<file path="config.mk">
export PLATFORM = sky130hd
export DESIGN_NAME = logical_layer
export DESIGN_NICKNAME = d
export VERILOG_FILES = /design/src/common/logical_pkg.sv /design/src/verilog/logical_layer.sv /design/src/lane/lane_merger.sv /design/src/lane/lane_scrambler.sv /design/src/lane/lane_striper.sv /design/src/verilog/config_regs.sv
export VERILOG_INCLUDE_DIRS = /design/src /design/src/common
export SDC_FILE = /design/constraint.sdc
export NUM_CORES = 1
export LEC_CHECK = 0
export BUFFER_PORTS_ARGS = -buffer_cell sky130_fd_sc_hd__buf_2
export CAP_MARGIN = 40
export CORE_AREA = 2 2 169 171
export DETAILED_ROUTE_END_ITERATION = 12
export DIE_AREA = 0 0 171 173
export GPL_ROUTABILITY_DRIVEN = 0
export PLACE_DENSITY = 0.75
export SKIP_CTS_REPAIR_TIMING = 1
export SLEW_MARGIN = 20
export SYNTH_ARGS = -nofsm -noshare
export SYNTH_HDL_FRONTEND = slang
export SYNTH_SLANG_ARGS = --single-unit
</file>
<file path="constraint.sdc">
create_clock -name local_clk -period 2.61 [get_ports local_clk]
set_input_delay 0.3915 -clock local_clk [delete_from_list [all_inputs] [get_ports local_clk]]
set_output_delay 0.3915 -clock local_clk [all_outputs]
set_load 0.01 [all_outputs]
</file>
<file path="src/common/logical_defs.svh">
`ifndef LOGICAL_DEFS_SVH
`define LOGICAL_DEFS_SVH

// lanes in the link, x2 when both are enabled
`define NUM_LANES 2

// additive scrambler, x^23+x^21+x^16+x^8+x^5+x^2+1
`define LFSR_WIDTH 23

// seed after reset or any control write
`define LFSR_SEED {`LFSR_WIDTH{1'b1}}

// per-lane rx buffer, bounds the tolerated lane skew
`define MERGE_FIFO_DEPTH 4

// config space map
`define ADDR_CTRL 4'd0
`define ADDR_TX_COUNT 4'd1
`define ADDR_RX_COUNT 4'd2

`endif
</file>
<file path="src/common/logical_pkg.sv">
`include "logical_defs.svh"

package logical_pkg;

	// one transport or lane data byte
	typedef logic [7:0] byte_t;

	// symbol on every lane port
	typedef struct packed {
		logic valid;
		byte_t data;
	} lane_sym_t;

	// scrambler state
	typedef logic [`LFSR_WIDTH-1:0] lfsr_t;

	// config space address and data
	typedef logic [3:0] cfg_addr_t;
	typedef logic [31:0] cfg_word_t;

	// tx and rx byte counters
	typedef logic [31:0] count_t;

	// control register
	// enable_scr sits at bit 1, lane_disable at bit 0
	// so the reset value reads back as 2
	typedef struct packed {
		logic enable_scr;
		logic lane_disable;
	} ctrl_reg_t;

endpackage

</file>
<file path="src/verilog/logical_layer.sv">
`include "logical_defs.svh"

module logical_layer (
	input  logic                    local_clk,
	input  logic                    reset,
	input  logical_pkg::byte_t      transport_layer_data_in,
	input  logic                    transport_data_flag,
	output logical_pkg::byte_t      transport_layer_data_out,
	output logic                    transport_data_out_flag,
	output logical_pkg::lane_sym_t  lane_0_tx_o,
	output logical_pkg::lane_sym_t  lane_1_tx_o,
	input  logical_pkg::lane_sym_t  lane_0_rx_i,
	input  logical_pkg::lane_sym_t  lane_1_rx_i,
	input  logic                    c_read,
	input  logic                    c_write,
	input  logical_pkg::cfg_addr_t  c_address,
	input  logical_pkg::cfg_word_t  c_data_in,
	output logical_pkg::cfg_word_t  c_data_out
);
	import logical_pkg::*;

	ctrl_reg_t ctrl;
	logic scr_resync;

	// striper -> scramblers
	lane_sym_t [`NUM_LANES-1:0] striped_tx;
	// scramblers -> lane pins
	lane_sym_t [`NUM_LANES-1:0] lane_tx;
	// lane pins -> scramblers
	lane_sym_t [`NUM_LANES-1:0] lane_rx;
	// descrambled rx -> merger
	lane_sym_t [`NUM_LANES-1:0] descr_rx;

	// lane pin mapping
	assign lane_0_tx_o = lane_tx[0];
	assign lane_1_tx_o = lane_tx[1];
	assign lane_rx[0] = lane_0_rx_i;
	assign lane_rx[1] = lane_1_rx_i;

	config_regs u_config_regs (
		.local_clk  (local_clk),
		.reset      (reset),
		.c_read     (c_read),
		.c_write    (c_write),
		.c_address  (c_address),
		.c_data_in  (c_data_in),
		.c_data_out (c_data_out),
		.tx_strobe  (transport_data_flag),
		.rx_strobe  (transport_data_out_flag),
		.ctrl       (ctrl),
		.scr_resync (scr_resync)
	);

	lane_striper u_striper (
		.local_clk   (local_clk),
		.reset       (reset),
		.ctrl        (ctrl),
		.scr_resync  (scr_resync),
		.byte_in     (transport_layer_data_in),
		.byte_strobe (transport_data_flag),
		.lane_tx     (striped_tx)
	);

	// one scrambler pair per lane
	for (genvar g = 0; g < `NUM_LANES; g++) begin : g_lane
		lane_scrambler u_scrambler (
			.local_clk  (local_clk),
			.reset      (reset),
			.enable_scr (ctrl.enable_scr),
			.scr_resync (scr_resync),
			.tx_in      (striped_tx[g]),
			.tx_out     (lane_tx[g]),
			.rx_in      (lane_rx[g]),
			.rx_out     (descr_rx[g])
		);
	end

	lane_merger u_merger (
		.local_clk       (local_clk),
		.reset           (reset),
		.lane_disable    (ctrl.lane_disable),
		.scr_resync      (scr_resync),
		.lane_rx         (descr_rx),
		.byte_out        (transport_layer_data_out),
		.byte_out_strobe (transport_data_out_flag)
	);

endmodule

</file>
<file path="src/lane/lane_merger.sv">
`include "logical_defs.svh"

module lane_merger (
	input  logic                                    local_clk,
	input  logic                                    reset,
	input  logic                                    lane_disable,
	input  logic                                    scr_resync,
	input  logical_pkg::lane_sym_t [`NUM_LANES-1:0] lane_rx,
	output logical_pkg::byte_t                      byte_out,
	output logic                                    byte_out_strobe
);
	import logical_pkg::*;

	localparam int DEPTH = `MERGE_FIFO_DEPTH;
	localparam int AW = $clog2(DEPTH);
	localparam int PTR_W = $clog2(`NUM_LANES);
	localparam logic [PTR_W-1:0] LAST_LANE = PTR_W'(`NUM_LANES - 1);

	// lane the next byte must come from
	logic [PTR_W-1:0] exp_ptr;
	logic [PTR_W-1:0] sel;
	logic [PTR_W-1:0] sel_next;
	// head of each fifo, incoming byte when empty
	logic [`NUM_LANES-1:0] head_valid;
	byte_t [`NUM_LANES-1:0] head_data;
	logic [`NUM_LANES-1:0] pop;

	// same lane rule as the striper
	assign sel = lane_disable ? '0 : exp_ptr;
	assign sel_next = (sel == LAST_LANE) ? '0 : sel + 1'b1;

	// one pop per cycle, only from the expected lane
	always_comb begin
		pop = '0;
		if (!scr_resync && head_valid[sel])
			pop[sel] = 1'b1;
	end

	for (genvar g = 0; g < `NUM_LANES; g++) begin : g_fifo
		byte_t mem [DEPTH];
		logic [AW-1:0] rd_ptr;
		logic [AW-1:0] wr_ptr;
		logic [AW:0] count;
		logic empty;
		logic full;
		logic pop_mem;
		logic push;

		assign empty = (count == '0);
		assign full = (count == (AW+1)'(DEPTH));
		// fall-through keeps aligned lanes at one cycle
		assign head_valid[g] = !empty || lane_rx[g].valid;
		assign head_data[g] = empty ? lane_rx[g].data : mem[rd_ptr];
		assign pop_mem = pop[g] && !empty;
		// bypassed byte skips storage
		// full fifo drops unless a stored byte leaves
		assign push = lane_rx[g].valid && !(empty && pop[g]) && (!full || pop_mem);

		always_ff @(posedge local_clk) begin
			if (reset || scr_resync) begin
				rd_ptr <= '0;
				wr_ptr <= '0;
				count <= '0;
			end else begin
				if (push)
					wr_ptr <= wr_ptr + 1'b1;
				if (pop_mem)
					rd_ptr <= rd_ptr + 1'b1;
				if (push && !pop_mem)
					count <= count + 1'b1;
				else if (pop_mem && !push)
					count <= count - 1'b1;
			end
		end

		// storage
		always_ff @(posedge local_clk) begin
			if (push)
				mem[wr_ptr] <= lane_rx[g].data;
		end
	end

	// expected lane pointer
	always_ff @(posedge local_clk) begin
		if (reset || scr_resync || lane_disable)
			exp_ptr <= '0;
		else if (|pop)
			exp_ptr <= sel_next;
	end

	// registered output byte
	always_ff @(posedge local_clk) begin
		if (reset)
			byte_out_strobe <= 1'b0;
		else
			byte_out_strobe <= |pop;
		if (|pop)
			byte_out <= head_data[sel];
	end

endmodule

</file>
<file path="src/lane/lane_scrambler.sv">
`include "logical_defs.svh"

module lane_scrambler (
	input  logic                   local_clk,
	input  logic                   reset,
	input  logic                   enable_scr,
	input  logic                   scr_resync,
	input  logical_pkg::lane_sym_t tx_in,
	output logical_pkg::lane_sym_t tx_out,
	input  logical_pkg::lane_sym_t rx_in,
	output logical_pkg::lane_sym_t rx_out
);
	import logical_pkg::*;

	// direction index into the arrays below
	localparam int DIR_TX = 0;
	localparam int DIR_RX = 1;
	localparam int NUM_DIR = 2;

	// state and data after one byte
	typedef struct packed {
		lfsr_t state;
		byte_t data;
	} scr_step_t;

	lane_sym_t [NUM_DIR-1:0] dir_in;
	lane_sym_t [NUM_DIR-1:0] dir_out;
	// separate tx and rx generators
	lfsr_t [NUM_DIR-1:0] lfsr;
	scr_step_t [NUM_DIR-1:0] step;

	// additive scrambling is its own inverse
	// so the same step serves tx and rx
	function automatic scr_step_t scr_byte(input lfsr_t state, input byte_t din);
		scr_step_t res;
		lfsr_t s;
		logic fb;
		s = state;
		// lsb first, one shift per bit
		for (int b = 0; b < 8; b++) begin
			res.data[b] = din[b] ^ s[`LFSR_WIDTH-1];
			// taps for x^23+x^21+x^16+x^8+x^5+x^2+1
			fb = s[22] ^ s[20] ^ s[15] ^ s[7] ^ s[4] ^ s[1];
			s = {s[`LFSR_WIDTH-2:0], fb};
		end
		res.state = s;
		return res;
	endfunction

	assign dir_in[DIR_TX] = tx_in;
	assign dir_in[DIR_RX] = rx_in;
	assign tx_out = dir_out[DIR_TX];
	assign rx_out = dir_out[DIR_RX];

	// next byte for each direction
	always_comb begin
		for (int d = 0; d < NUM_DIR; d++)
			step[d] = scr_byte(lfsr[d], dir_in[d].data);
	end

	always_ff @(posedge local_clk) begin
		for (int d = 0; d < NUM_DIR; d++) begin
			// both ends reseed together on a control write
			if (reset || scr_resync)
				lfsr[d] <= `LFSR_SEED;
			else if (enable_scr && dir_in[d].valid)
				lfsr[d] <= step[d].state;
			// valid passes through with one cycle delay
			if (reset)
				dir_out[d].valid <= 1'b0;
			else
				dir_out[d].valid <= dir_in[d].valid;
			// bypass when scrambling is off, lfsr holds
			if (dir_in[d].valid)
				dir_out[d].data <= enable_scr ? step[d].data : dir_in[d].data;
		end
	end

endmodule

</file>
<file path="src/lane/lane_striper.sv">
`include "logical_defs.svh"

module lane_striper (
	input  logic                                    local_clk,
	input  logic                                    reset,
	input  logical_pkg::ctrl_reg_t                  ctrl,
	input  logic                                    scr_resync,
	input  logical_pkg::byte_t                      byte_in,
	input  logic                                    byte_strobe,
	output logical_pkg::lane_sym_t [`NUM_LANES-1:0] lane_tx
);
	import logical_pkg::*;

	localparam int PTR_W = $clog2(`NUM_LANES);
	localparam logic [PTR_W-1:0] LAST_LANE = PTR_W'(`NUM_LANES - 1);

	// lane for the next strobe
	logic [PTR_W-1:0] ptr;
	// lane used this cycle
	logic [PTR_W-1:0] sel;
	logic [PTR_W-1:0] sel_next;

	// x1 mode pins everything to lane 0
	// resync restarts the deal at lane 0 straight away
	assign sel = (ctrl.lane_disable || scr_resync) ? '0 : ptr;

	// round-robin wrap
	assign sel_next = (sel == LAST_LANE) ? '0 : sel + 1'b1;

	// lane pointer
	always_ff @(posedge local_clk) begin
		if (reset) begin
			ptr <= '0;
		end else if (ctrl.lane_disable) begin
			ptr <= '0;
		end else if (byte_strobe) begin
			ptr <= sel_next;
		end else begin
			// idle cycle still picks up a resync
			ptr <= sel;
		end
	end

	// one lane valid per strobe at most
	always_ff @(posedge local_clk) begin
		for (int i = 0; i < `NUM_LANES; i++) begin
			if (reset)
				lane_tx[i].valid <= 1'b0;
			else
				lane_tx[i].valid <= byte_strobe && (sel == PTR_W'(i));
			// data only loads on the chosen lane
			if (byte_strobe && (sel == PTR_W'(i)))
				lane_tx[i].data <= byte_in;
		end
	end

endmodule

</file>
<file path="src/verilog/config_regs.sv">
`include "logical_defs.svh"

module config_regs (
	input  logic                    local_clk,
	input  logic                    reset,
	input  logic                    c_read,
	input  logic                    c_write,
	input  logical_pkg::cfg_addr_t  c_address,
	input  logical_pkg::cfg_word_t  c_data_in,
	output logical_pkg::cfg_word_t  c_data_out,
	input  logic                    tx_strobe,
	input  logic                    rx_strobe,
	output logical_pkg::ctrl_reg_t  ctrl,
	output logic                    scr_resync
);
	import logical_pkg::*;

	// x2 mode, scrambling on
	localparam ctrl_reg_t CTRL_RESET = '{enable_scr: 1'b1, lane_disable: 1'b0};
	// zero fill above the control bits on readback
	localparam int CTRL_PAD = $bits(cfg_word_t) - $bits(ctrl_reg_t);

	count_t tx_count;
	count_t rx_count;
	logic wr_ctrl;
	logic wr_tx_count;
	logic wr_rx_count;

	// write decode
	assign wr_ctrl = c_write && (c_address == `ADDR_CTRL);
	assign wr_tx_count = c_write && (c_address == `ADDR_TX_COUNT);
	assign wr_rx_count = c_write && (c_address == `ADDR_RX_COUNT);

	// control register and the resync pulse
	always_ff @(posedge local_clk) begin
		if (reset) begin
			ctrl <= CTRL_RESET;
			scr_resync <= 1'b0;
		end else begin
			// one cycle pulse per control write
			scr_resync <= wr_ctrl;
			if (wr_ctrl)
				ctrl <= ctrl_reg_t'(c_data_in[$bits(ctrl_reg_t)-1:0]);
		end
	end

	// byte counters, any write clears
	always_ff @(posedge local_clk) begin
		if (reset) begin
			tx_count <= '0;
			rx_count <= '0;
		end else begin
			if (wr_tx_count)
				tx_count <= '0;
			else if (tx_strobe)
				tx_count <= tx_count + 1'b1;
			if (wr_rx_count)
				rx_count <= '0;
			else if (rx_strobe)
				rx_count <= rx_count + 1'b1;
		end
	end

	// registered read port, holds until next read
	always_ff @(posedge local_clk) begin
		if (reset) begin
			c_data_out <= '0;
		end else if (c_read) begin
			case (c_address)
				`ADDR_CTRL:     c_data_out <= {{CTRL_PAD{1'b0}}, ctrl};
				`ADDR_TX_COUNT: c_data_out <= tx_count;
				`ADDR_RX_COUNT: c_data_out <= rx_count;
				// unmapped
				default:        c_data_out <= '0;
			endcase
		end
	end

endmodule

</file>
# Word-level counts from Yosys, hierarchy flattened
# Memory sizes are Yosys's and may differ from the RTL's. A register that Yosys moved wholly into a read port is not among the register bits.
# Index checks and enable logic that the tools add are counted.
[totals] regBits=270 latch_bits=0 ramBits=64 rom_bits=0 word_cells=326 n_memories=2
[mem_list] name="u_merger.g_fifo[0].mem" depth=4 word_bits=8 read_ports=1 rd_clocked_by_memory_dff=1 wr=1 line_no="lane_merger.sv:40" rtl="byte_t mem [DEPTH];"
[mem_list] name="u_merger.g_fifo[1].mem" depth=4 word_bits=8 read_ports=1 rd_clocked_by_memory_dff=1 wr=1 line_no="lane_merger.sv:40"
[op_classes] addsub=12 multipliers=0 div=0 n_lt_le_gt_ge=2 n_eq_ne=4 shift=0 mux=31 bitwise=193 reduce_logical=50
[op_table] cell="$xor 1x1->1" n=192
[op_table] cell="$pmux 32 s3" n=1
[op_table] cell="$add 32x1->32 const B" n=2
[op_table] cell="$mux 8" n=8
[op_table] cell="$logic_and 1x1->1" n=23
[op_table] cell="$mux 1" n=12
[op_table] cell="$mux 3" n=4
[op_table] cell="$logic_not 1->1" n=11
[op_table] cell="$mux 2" n=5
[op_table] cell="$add 2x1->2 const B" n=4
[op_table] cell="$reduce_or 2->1" n=4
[op_table] cell="$logic_or 1x1->1" n=7
[op_table] cell="$add 3x1->3 const B" n=2
[op_table] cell="$eq 3x3->1 const B" n=2
[op_table] cell="$logic_not 3->1" n=2
[op_table] cell="$sub 3x1->3 const B" n=2
[op_table] cell="$eq 4x1->1 const B" n=1
[op_table] cell="$eq 4x2->1 const B" n=1
[op_table] cell="$logic_not 4->1" n=1
[op_table] cell="$reduce_bool 2->1" n=2
[op_table] cell="$add 1x1->1 const B" n=2
[op_table] cell="$lt 1x2->1 const B" n=1
[op_table] cell="$demux 1 s1" n=1
[op_table] cell="$ge 1x1->1 const B" n=1
[op_table] cell="$not 1->1" n=1

# Logic depth before layout (Yosys ltp)
[logic_depth] depth_word=15 ltp_mapped=12

# By module
# Synthesis repeated with hierarchy kept, for this count alone.
[unflattened] hier_cells=1426 area_unflattened_um2=15265.9
[by_module_without_submodules] module="lane_scrambler" instances=2 cells_per_inst=315 area_per_inst_um2=3139.3 seq_area_each_um2=1441.4
[by_module_without_submodules] module="config_regs" instances=1 cells_per_inst=518 area_per_inst_um2=4568.1 seq_area_each_um2=1981.9
[by_module_without_submodules] module="lane_merger" instances=1 cells_per_inst=252 area_per_inst_um2=3819.9 seq_area_each_um2=2562.5
[by_module_without_submodules] module="lane_striper" instances=1 cells_per_inst=26 area_per_inst_um2=599.3 seq_area_each_um2=540.5

# Worst setup path after synthesis
# Ideal clock, no wire load.
[synth_timing] kind="register to register" startpoint="register u_config_regs.ctrl[0] (netlist name)" endpoint="register u_merger.g_fifo[1].count[2]" arrival_time_ps=2484 path_slack_ps=55 stages_incl_launch_ff=13 period_less_slack_ps=2555 path_cell_list="dfxtp_1 > nand2b_1 > clkbuf_1 > nor2_1 > xnor2_1 > o31a_1 > clkbuf_1 > ha_1 > inv_1 > fa_1 > xor2_1 > or3_1 > a21oi_1"
[synth_via] elab_chain_cells=13 word_cells_on_any_way=22 classes_between="order compare: 2; mux: 7; reduce/logical: 13"
[synth_lines] element="$mux 1 *" line_no="lane_merger.sv:29" rtl="assign sel = lane_disable ? '0 : exp_ptr;"
[synth_lines] element="$lt 1x2->1 (not written as such) or $ge 1x1->1 (tied branches)" line_no="lane_merger.sv:36" rtl="pop[sel] = 1'b1;"
[synth_lines] element="$logic_and 1x1->1 (not written as such)" line_no="lane_merger.sv:36"
[synth_lines] element="$mux 1 (not written as such)" line_no="lane_merger.sv:36"
[synth_lines] element="$demux 1 s1"
[synth_lines] element="$mux 2 *" line_no="lane_merger.sv:35" rtl="if (!scr_resync && head_valid[sel])"
[synth_lines] element="$logic_and 1x1->1" line_no="lane_merger.sv:57" rtl="assign push = lane_rx[g].valid && !(empty && pop[g]) && (!full || pop_mem);"
[synth_lines] element="$logic_not 1->1" line_no="lane_merger.sv:57"
[synth_lines] element="$logic_and 1x1->1" line_no="lane_merger.sv:57"
[synth_lines] element="$logic_and 1x1->1 *" line_no="lane_merger.sv:57"
[synth_lines] element="net u_merger.g_fifo[1].push" line_no="lane_merger.sv:47" rtl="logic push;"
[synth_lines] element="$logic_not 1->1" line_no="lane_merger.sv:71" rtl="else if (pop_mem && !push)"
[synth_lines] element="$logic_and 1x1->1" line_no="lane_merger.sv:71"
[synth_lines] element="$reduce_bool 2->1 (no line)"
[synth_lines] element="end signal, assigned" line_no="lane_merger.sv:70" rtl="count <= count + 1'b1;"
[synth_lines] element="end signal, assigned" line_no="lane_merger.sv:72" rtl="count <= count - 1'b1;"
[synth_lines] element="end, declared" line_no="lane_merger.sv:43" rtl="logic [AW:0] count;"
# The timed path passes the listed nets; every way through them passes the cells marked *. The select of a mux whose other input is x is not followed.
# A chain may end at the register's enable or synchronous reset.

# Worst setup path after layout
[layout_timing] startpoint="register u_config_regs.ctrl[0] (netlist name)" endpoint="register u_merger.g_fifo[1].count[2]"
[layout_via] elab_chain_cells=13 word_cells_on_any_way=22 classes_between="order compare: 2; mux: 7; reduce/logical: 13"
[layout_lines] element="$mux 1 *" line_no="lane_merger.sv:29"
[layout_lines] element="$lt 1x2->1 (not written as such) or $ge 1x1->1 (tied branches)" line_no="lane_merger.sv:36"
[layout_lines] element="$logic_and 1x1->1 (not written as such)" line_no="lane_merger.sv:36"
[layout_lines] element="$mux 1 (not written as such)" line_no="lane_merger.sv:36"
[layout_lines] element="$demux 1 s1"
[layout_lines] element="$mux 2 *" line_no="lane_merger.sv:35"
[layout_lines] element="$logic_and 1x1->1" line_no="lane_merger.sv:57"
[layout_lines] element="$logic_not 1->1" line_no="lane_merger.sv:57"
[layout_lines] element="$logic_and 1x1->1 (2 in a row)" line_no="lane_merger.sv:57"
[layout_lines] element="$logic_not 1->1" line_no="lane_merger.sv:71"
[layout_lines] element="$logic_and 1x1->1" line_no="lane_merger.sv:71"
[layout_lines] element="$reduce_bool 2->1 (no line)"
# Mark *: on every way between the ends. The rest lies on a longest branch, timed or not. The select of a mux whose other input is x is not followed.

==> qor.txt <==
DRC viols = 0
Fillers = 2262
Worst path slowest cell = fa_1
VDD IR-drop max = 0.5729 mV
critical path arrival = 2.78 ns
Synth Flop Type = dfxtp_1
RSZ-0062 raised after global routing = false
Power Dens Cells = 959.0 mW/mm^2
total power = 0.01624 W
Net Count, Synth = 1496
Inserted Clock Buffers = 36
Max H-tree Level = 2
final clock skew = 0.01587 ns
Lkg Pwr = 6.723 nW
mean post-synth cell area = 10.51 sq um
die area = 0.02958 sq mm
row count = 61
Async SR Flop Fraction = 0
Clock Pin Slew Worst Setup and Hold Paths = 0.06 ns
crit start category = flip-flop
first-pass GRT wire length = 50.09 mm
Max Clk Rate = 428.1 MHz
outcome = complete, no violations
WP buf/inv = 2
Max clock buf depth = 3
final WL = 30.02 mm
GRT Util Overall = 0.2056
Overflow after GRT = 0
crit share post-route = 0.8951
initial antenna violation count = 1
CTS tree = yes
vias in the first global route = 10190
Synth Cell Area = 0.01485 sq mm
slew margin rel. = 0.5457
NumNets Final = 1590
Worst Tran Pin Value = 0.6815 ns
crit end category = flip-flop
dpl hpwl = 20.66 mm
max-slew violations = 0
Die W = 171 microns
via-per-instance ratio = 5.341
max incr delay on CP = 0.39 ns
final hold slack = 0.07245 ns
clock period minus worst slack = 2.336 ns
IO Pins = 126
Die Y-Extent = 173 microns
synthesized flop and latch total = 338
via count = 10220
setup_tns = 0 ns
YS warnings = 0
Root Driver = clkbuf_16
count of input and output buffers = 95
Initial Util = 0.5374
Num Clock Sinks = 338
drt initial violations = 700
share of cells above drive strength 1 = 0.1395
Crit path required time = 3.05 ns
crit-path cells = nand2b_1 > buf_4 > or3_1 > ha_1 > inv_1 > fa_1 > xor2_1 > or3_1 > a21oi_1
final setup fails = 0
Avg WL per Cell = 15.69 microns
Routed Antenna Nets = 0
Hold Crit Class = in -> reg
Final Hold Vio Count = 0
register area share after synthesis = 0.5367
library cells used by synthesis = 48
CP max FO = 18
kind of critical path = reg -> reg
worst-skew pair later-pin latency = 0.52 ns
Syn Inst Count = 1413
Area Growth Syn to Fin = 14.05%
CORE AREA = 0.02763 sq mm
Max Cap Viol = 0
first drt pass iteration count = 5
Top delay family on crit path = simple AND/OR/NAND/NOR gates
Post-synth EDFFs = 120
largest net degree at the start of global routing = 41
Top cell by count, worst path = or3_1
-- metrics by stage --
step / setup WS (ns) / area [sq um] / cells / utilization
floorplan: 0.05519 / 14850 / 1413 / -
global placement: 0.4064 / 15800 / 1847 / 0.5718
detailed placement: 0.3433 / 15800 / 1847 / 0.5718
CTS: 0.2750 / 16930 / 1912 / 0.6128
global route: 0.1398 / 16930 / 1912 / 0.6128
finish: 0.2739 / 16930 / 1913 / 0.6129
-- state kept, by name, summed over array words and instances, names as in the netlist, 2 cells and up, named ones only --
register                   cells
g_lane.u_scrambler.lfsr       92
u_merger.g_fifo.mem           64
u_config_regs.c_data_out      32
u_config_regs.rx_count        32
u_config_regs.tx_count        32
g_lane.u_scrambler.rx_out     18
g_lane.u_scrambler.tx_out     18
u_striper.lane_tx             18
u_merger.byte_out              8
u_merger.g_fifo.count          6
u_merger.g_fifo.rd_ptr         4
u_merger.g_fifo.wr_ptr         4
u_config_regs.ctrl             2
-- power breakdown --
part	switching (W)	total [W]	internal [W]	leakage [nW]
clock network	0.00201	0.00486	0.00285	0.549
logic	0.00225	0.00486	0.00261	3.28
registers	0.000469	0.00653	0.00606	2.89
-- worst register-to-register path: stages (launching register included) --
cell and delay [ns]:
dfxtp_1 0.35, nand2b_1 0.15, buf_4 0.24, or3_1 0.23
ha_1 0.22, inv_1 0.07, fa_1 0.39, xor2_1 0.16
or3_1 0.31, a21oi_1 0.14
-- cells in the final DEF (no fill, tap or decap), drive strengths merged, types with 17 or more instances in the layout --
cell type	n
xnor2	164
nand2	203
edfxtp	120
a21oi	60
mux2i	17
a22oi	30
or3	17
inv	17
clkbuf	49
dfxtp	218
xor2	54
buf	131
nor2b	19
o21ai	23
nand4	18
nand3	89
nor2	151
xnor3	17
-- worst paths after layout --
check | start | end | slack [ns] | depth (start not counted)
setup reg to reg | u_config_regs.ctrl[0] | u_merger.g_fifo[1].count[2] | 0.27 | 9
hold reg to reg | u_config_regs.c_data_out[3] | u_config_regs.c_data_out[3] | 0.48 | 2
hold / removal | transport_layer_data_in[3] | u_striper.lane_tx[3] | 0.07 | 1
setup / recovery | u_config_regs.ctrl[0] | u_merger.g_fifo[1].count[2] | 0.27 | 9
-- layout make-up --
class | instances | area (sq um) | area share
Timing Repair Buffer | 131 | 783.3 | 0.04626
Tap cell | 378 | 473.0 | 0.02793
Clock inverter | 16 | 108.9 | 0.006429
Clock buffer | 49 | 1022 | 0.06037
Antenna cell | 1 | 2.502 | 0.0001478
Inverter | 15 | 56.30 | 0.003325
Multi-Input combinational cell | 985 | 6519 | 0.3850
Sequential cell | 338 | 7968 | 0.4706
-- synthesized netlist by cell type, types with 5 or more instances --
cell type | n | share of area
a211oi_1 | 9 | 0.0046
a21oi_1 | 60 | 0.020
a22oi_1 | 30 | 0.015
and2_1 | 12 | 0.0051
and3_1 | 14 | 0.0059
and4_1 | 6 | 0.0035
clkbuf_1 | 63 | 0.016
dfxtp_1 | 218 | 0.29
edfxtp_1 | 120 | 0.24
ha_1 | 14 | 0.012
inv_1 | 15 | 0.0038
mux2i_1 | 17 | 0.011
mux4_2 | 16 | 0.024
nand2_1 | 203 | 0.051
nand3_1 | 89 | 0.030
nand4_1 | 18 | 0.0076
nor2_1 | 151 | 0.038
nor2b_1 | 19 | 0.0080
nor3_1 | 15 | 0.0051
nor4_1 | 5 | 0.0021
o211ai_1 | 10 | 0.0051
o21ai_0 | 18 | 0.0061
o21ai_1 | 5 | 0.0017
or3_1 | 17 | 0.0072
xnor2_1 | 157 | 0.093
xnor3_1 | 11 | 0.017
xnor3_2 | 6 | 0.0096
xor2_1 | 54 | 0.032
-- metal layers --
metal  vias to the layer above  wire length, microns  global-route usage
met5                         -                     0                   0
met1                      4907                 13510              0.2739
li1                       5030                     -                   -
met4                         0                   692             0.06638
met3                        57                  1332             0.03433
met2                       223                 14480              0.3421
-- kinds of logic after synthesis --
group | after synthesis | synth area share
buf+inv | 90 | 0.02511
xor+xnor | 236 | 0.1623
flops | 338 | 0.5367
compound gates | 142 | 0.05781
simple gates | 558 | 0.1679
fa+ha+maj | 16 | 0.01450
mux | 33 | 0.03573
Power figures use the tool's default switching activity.
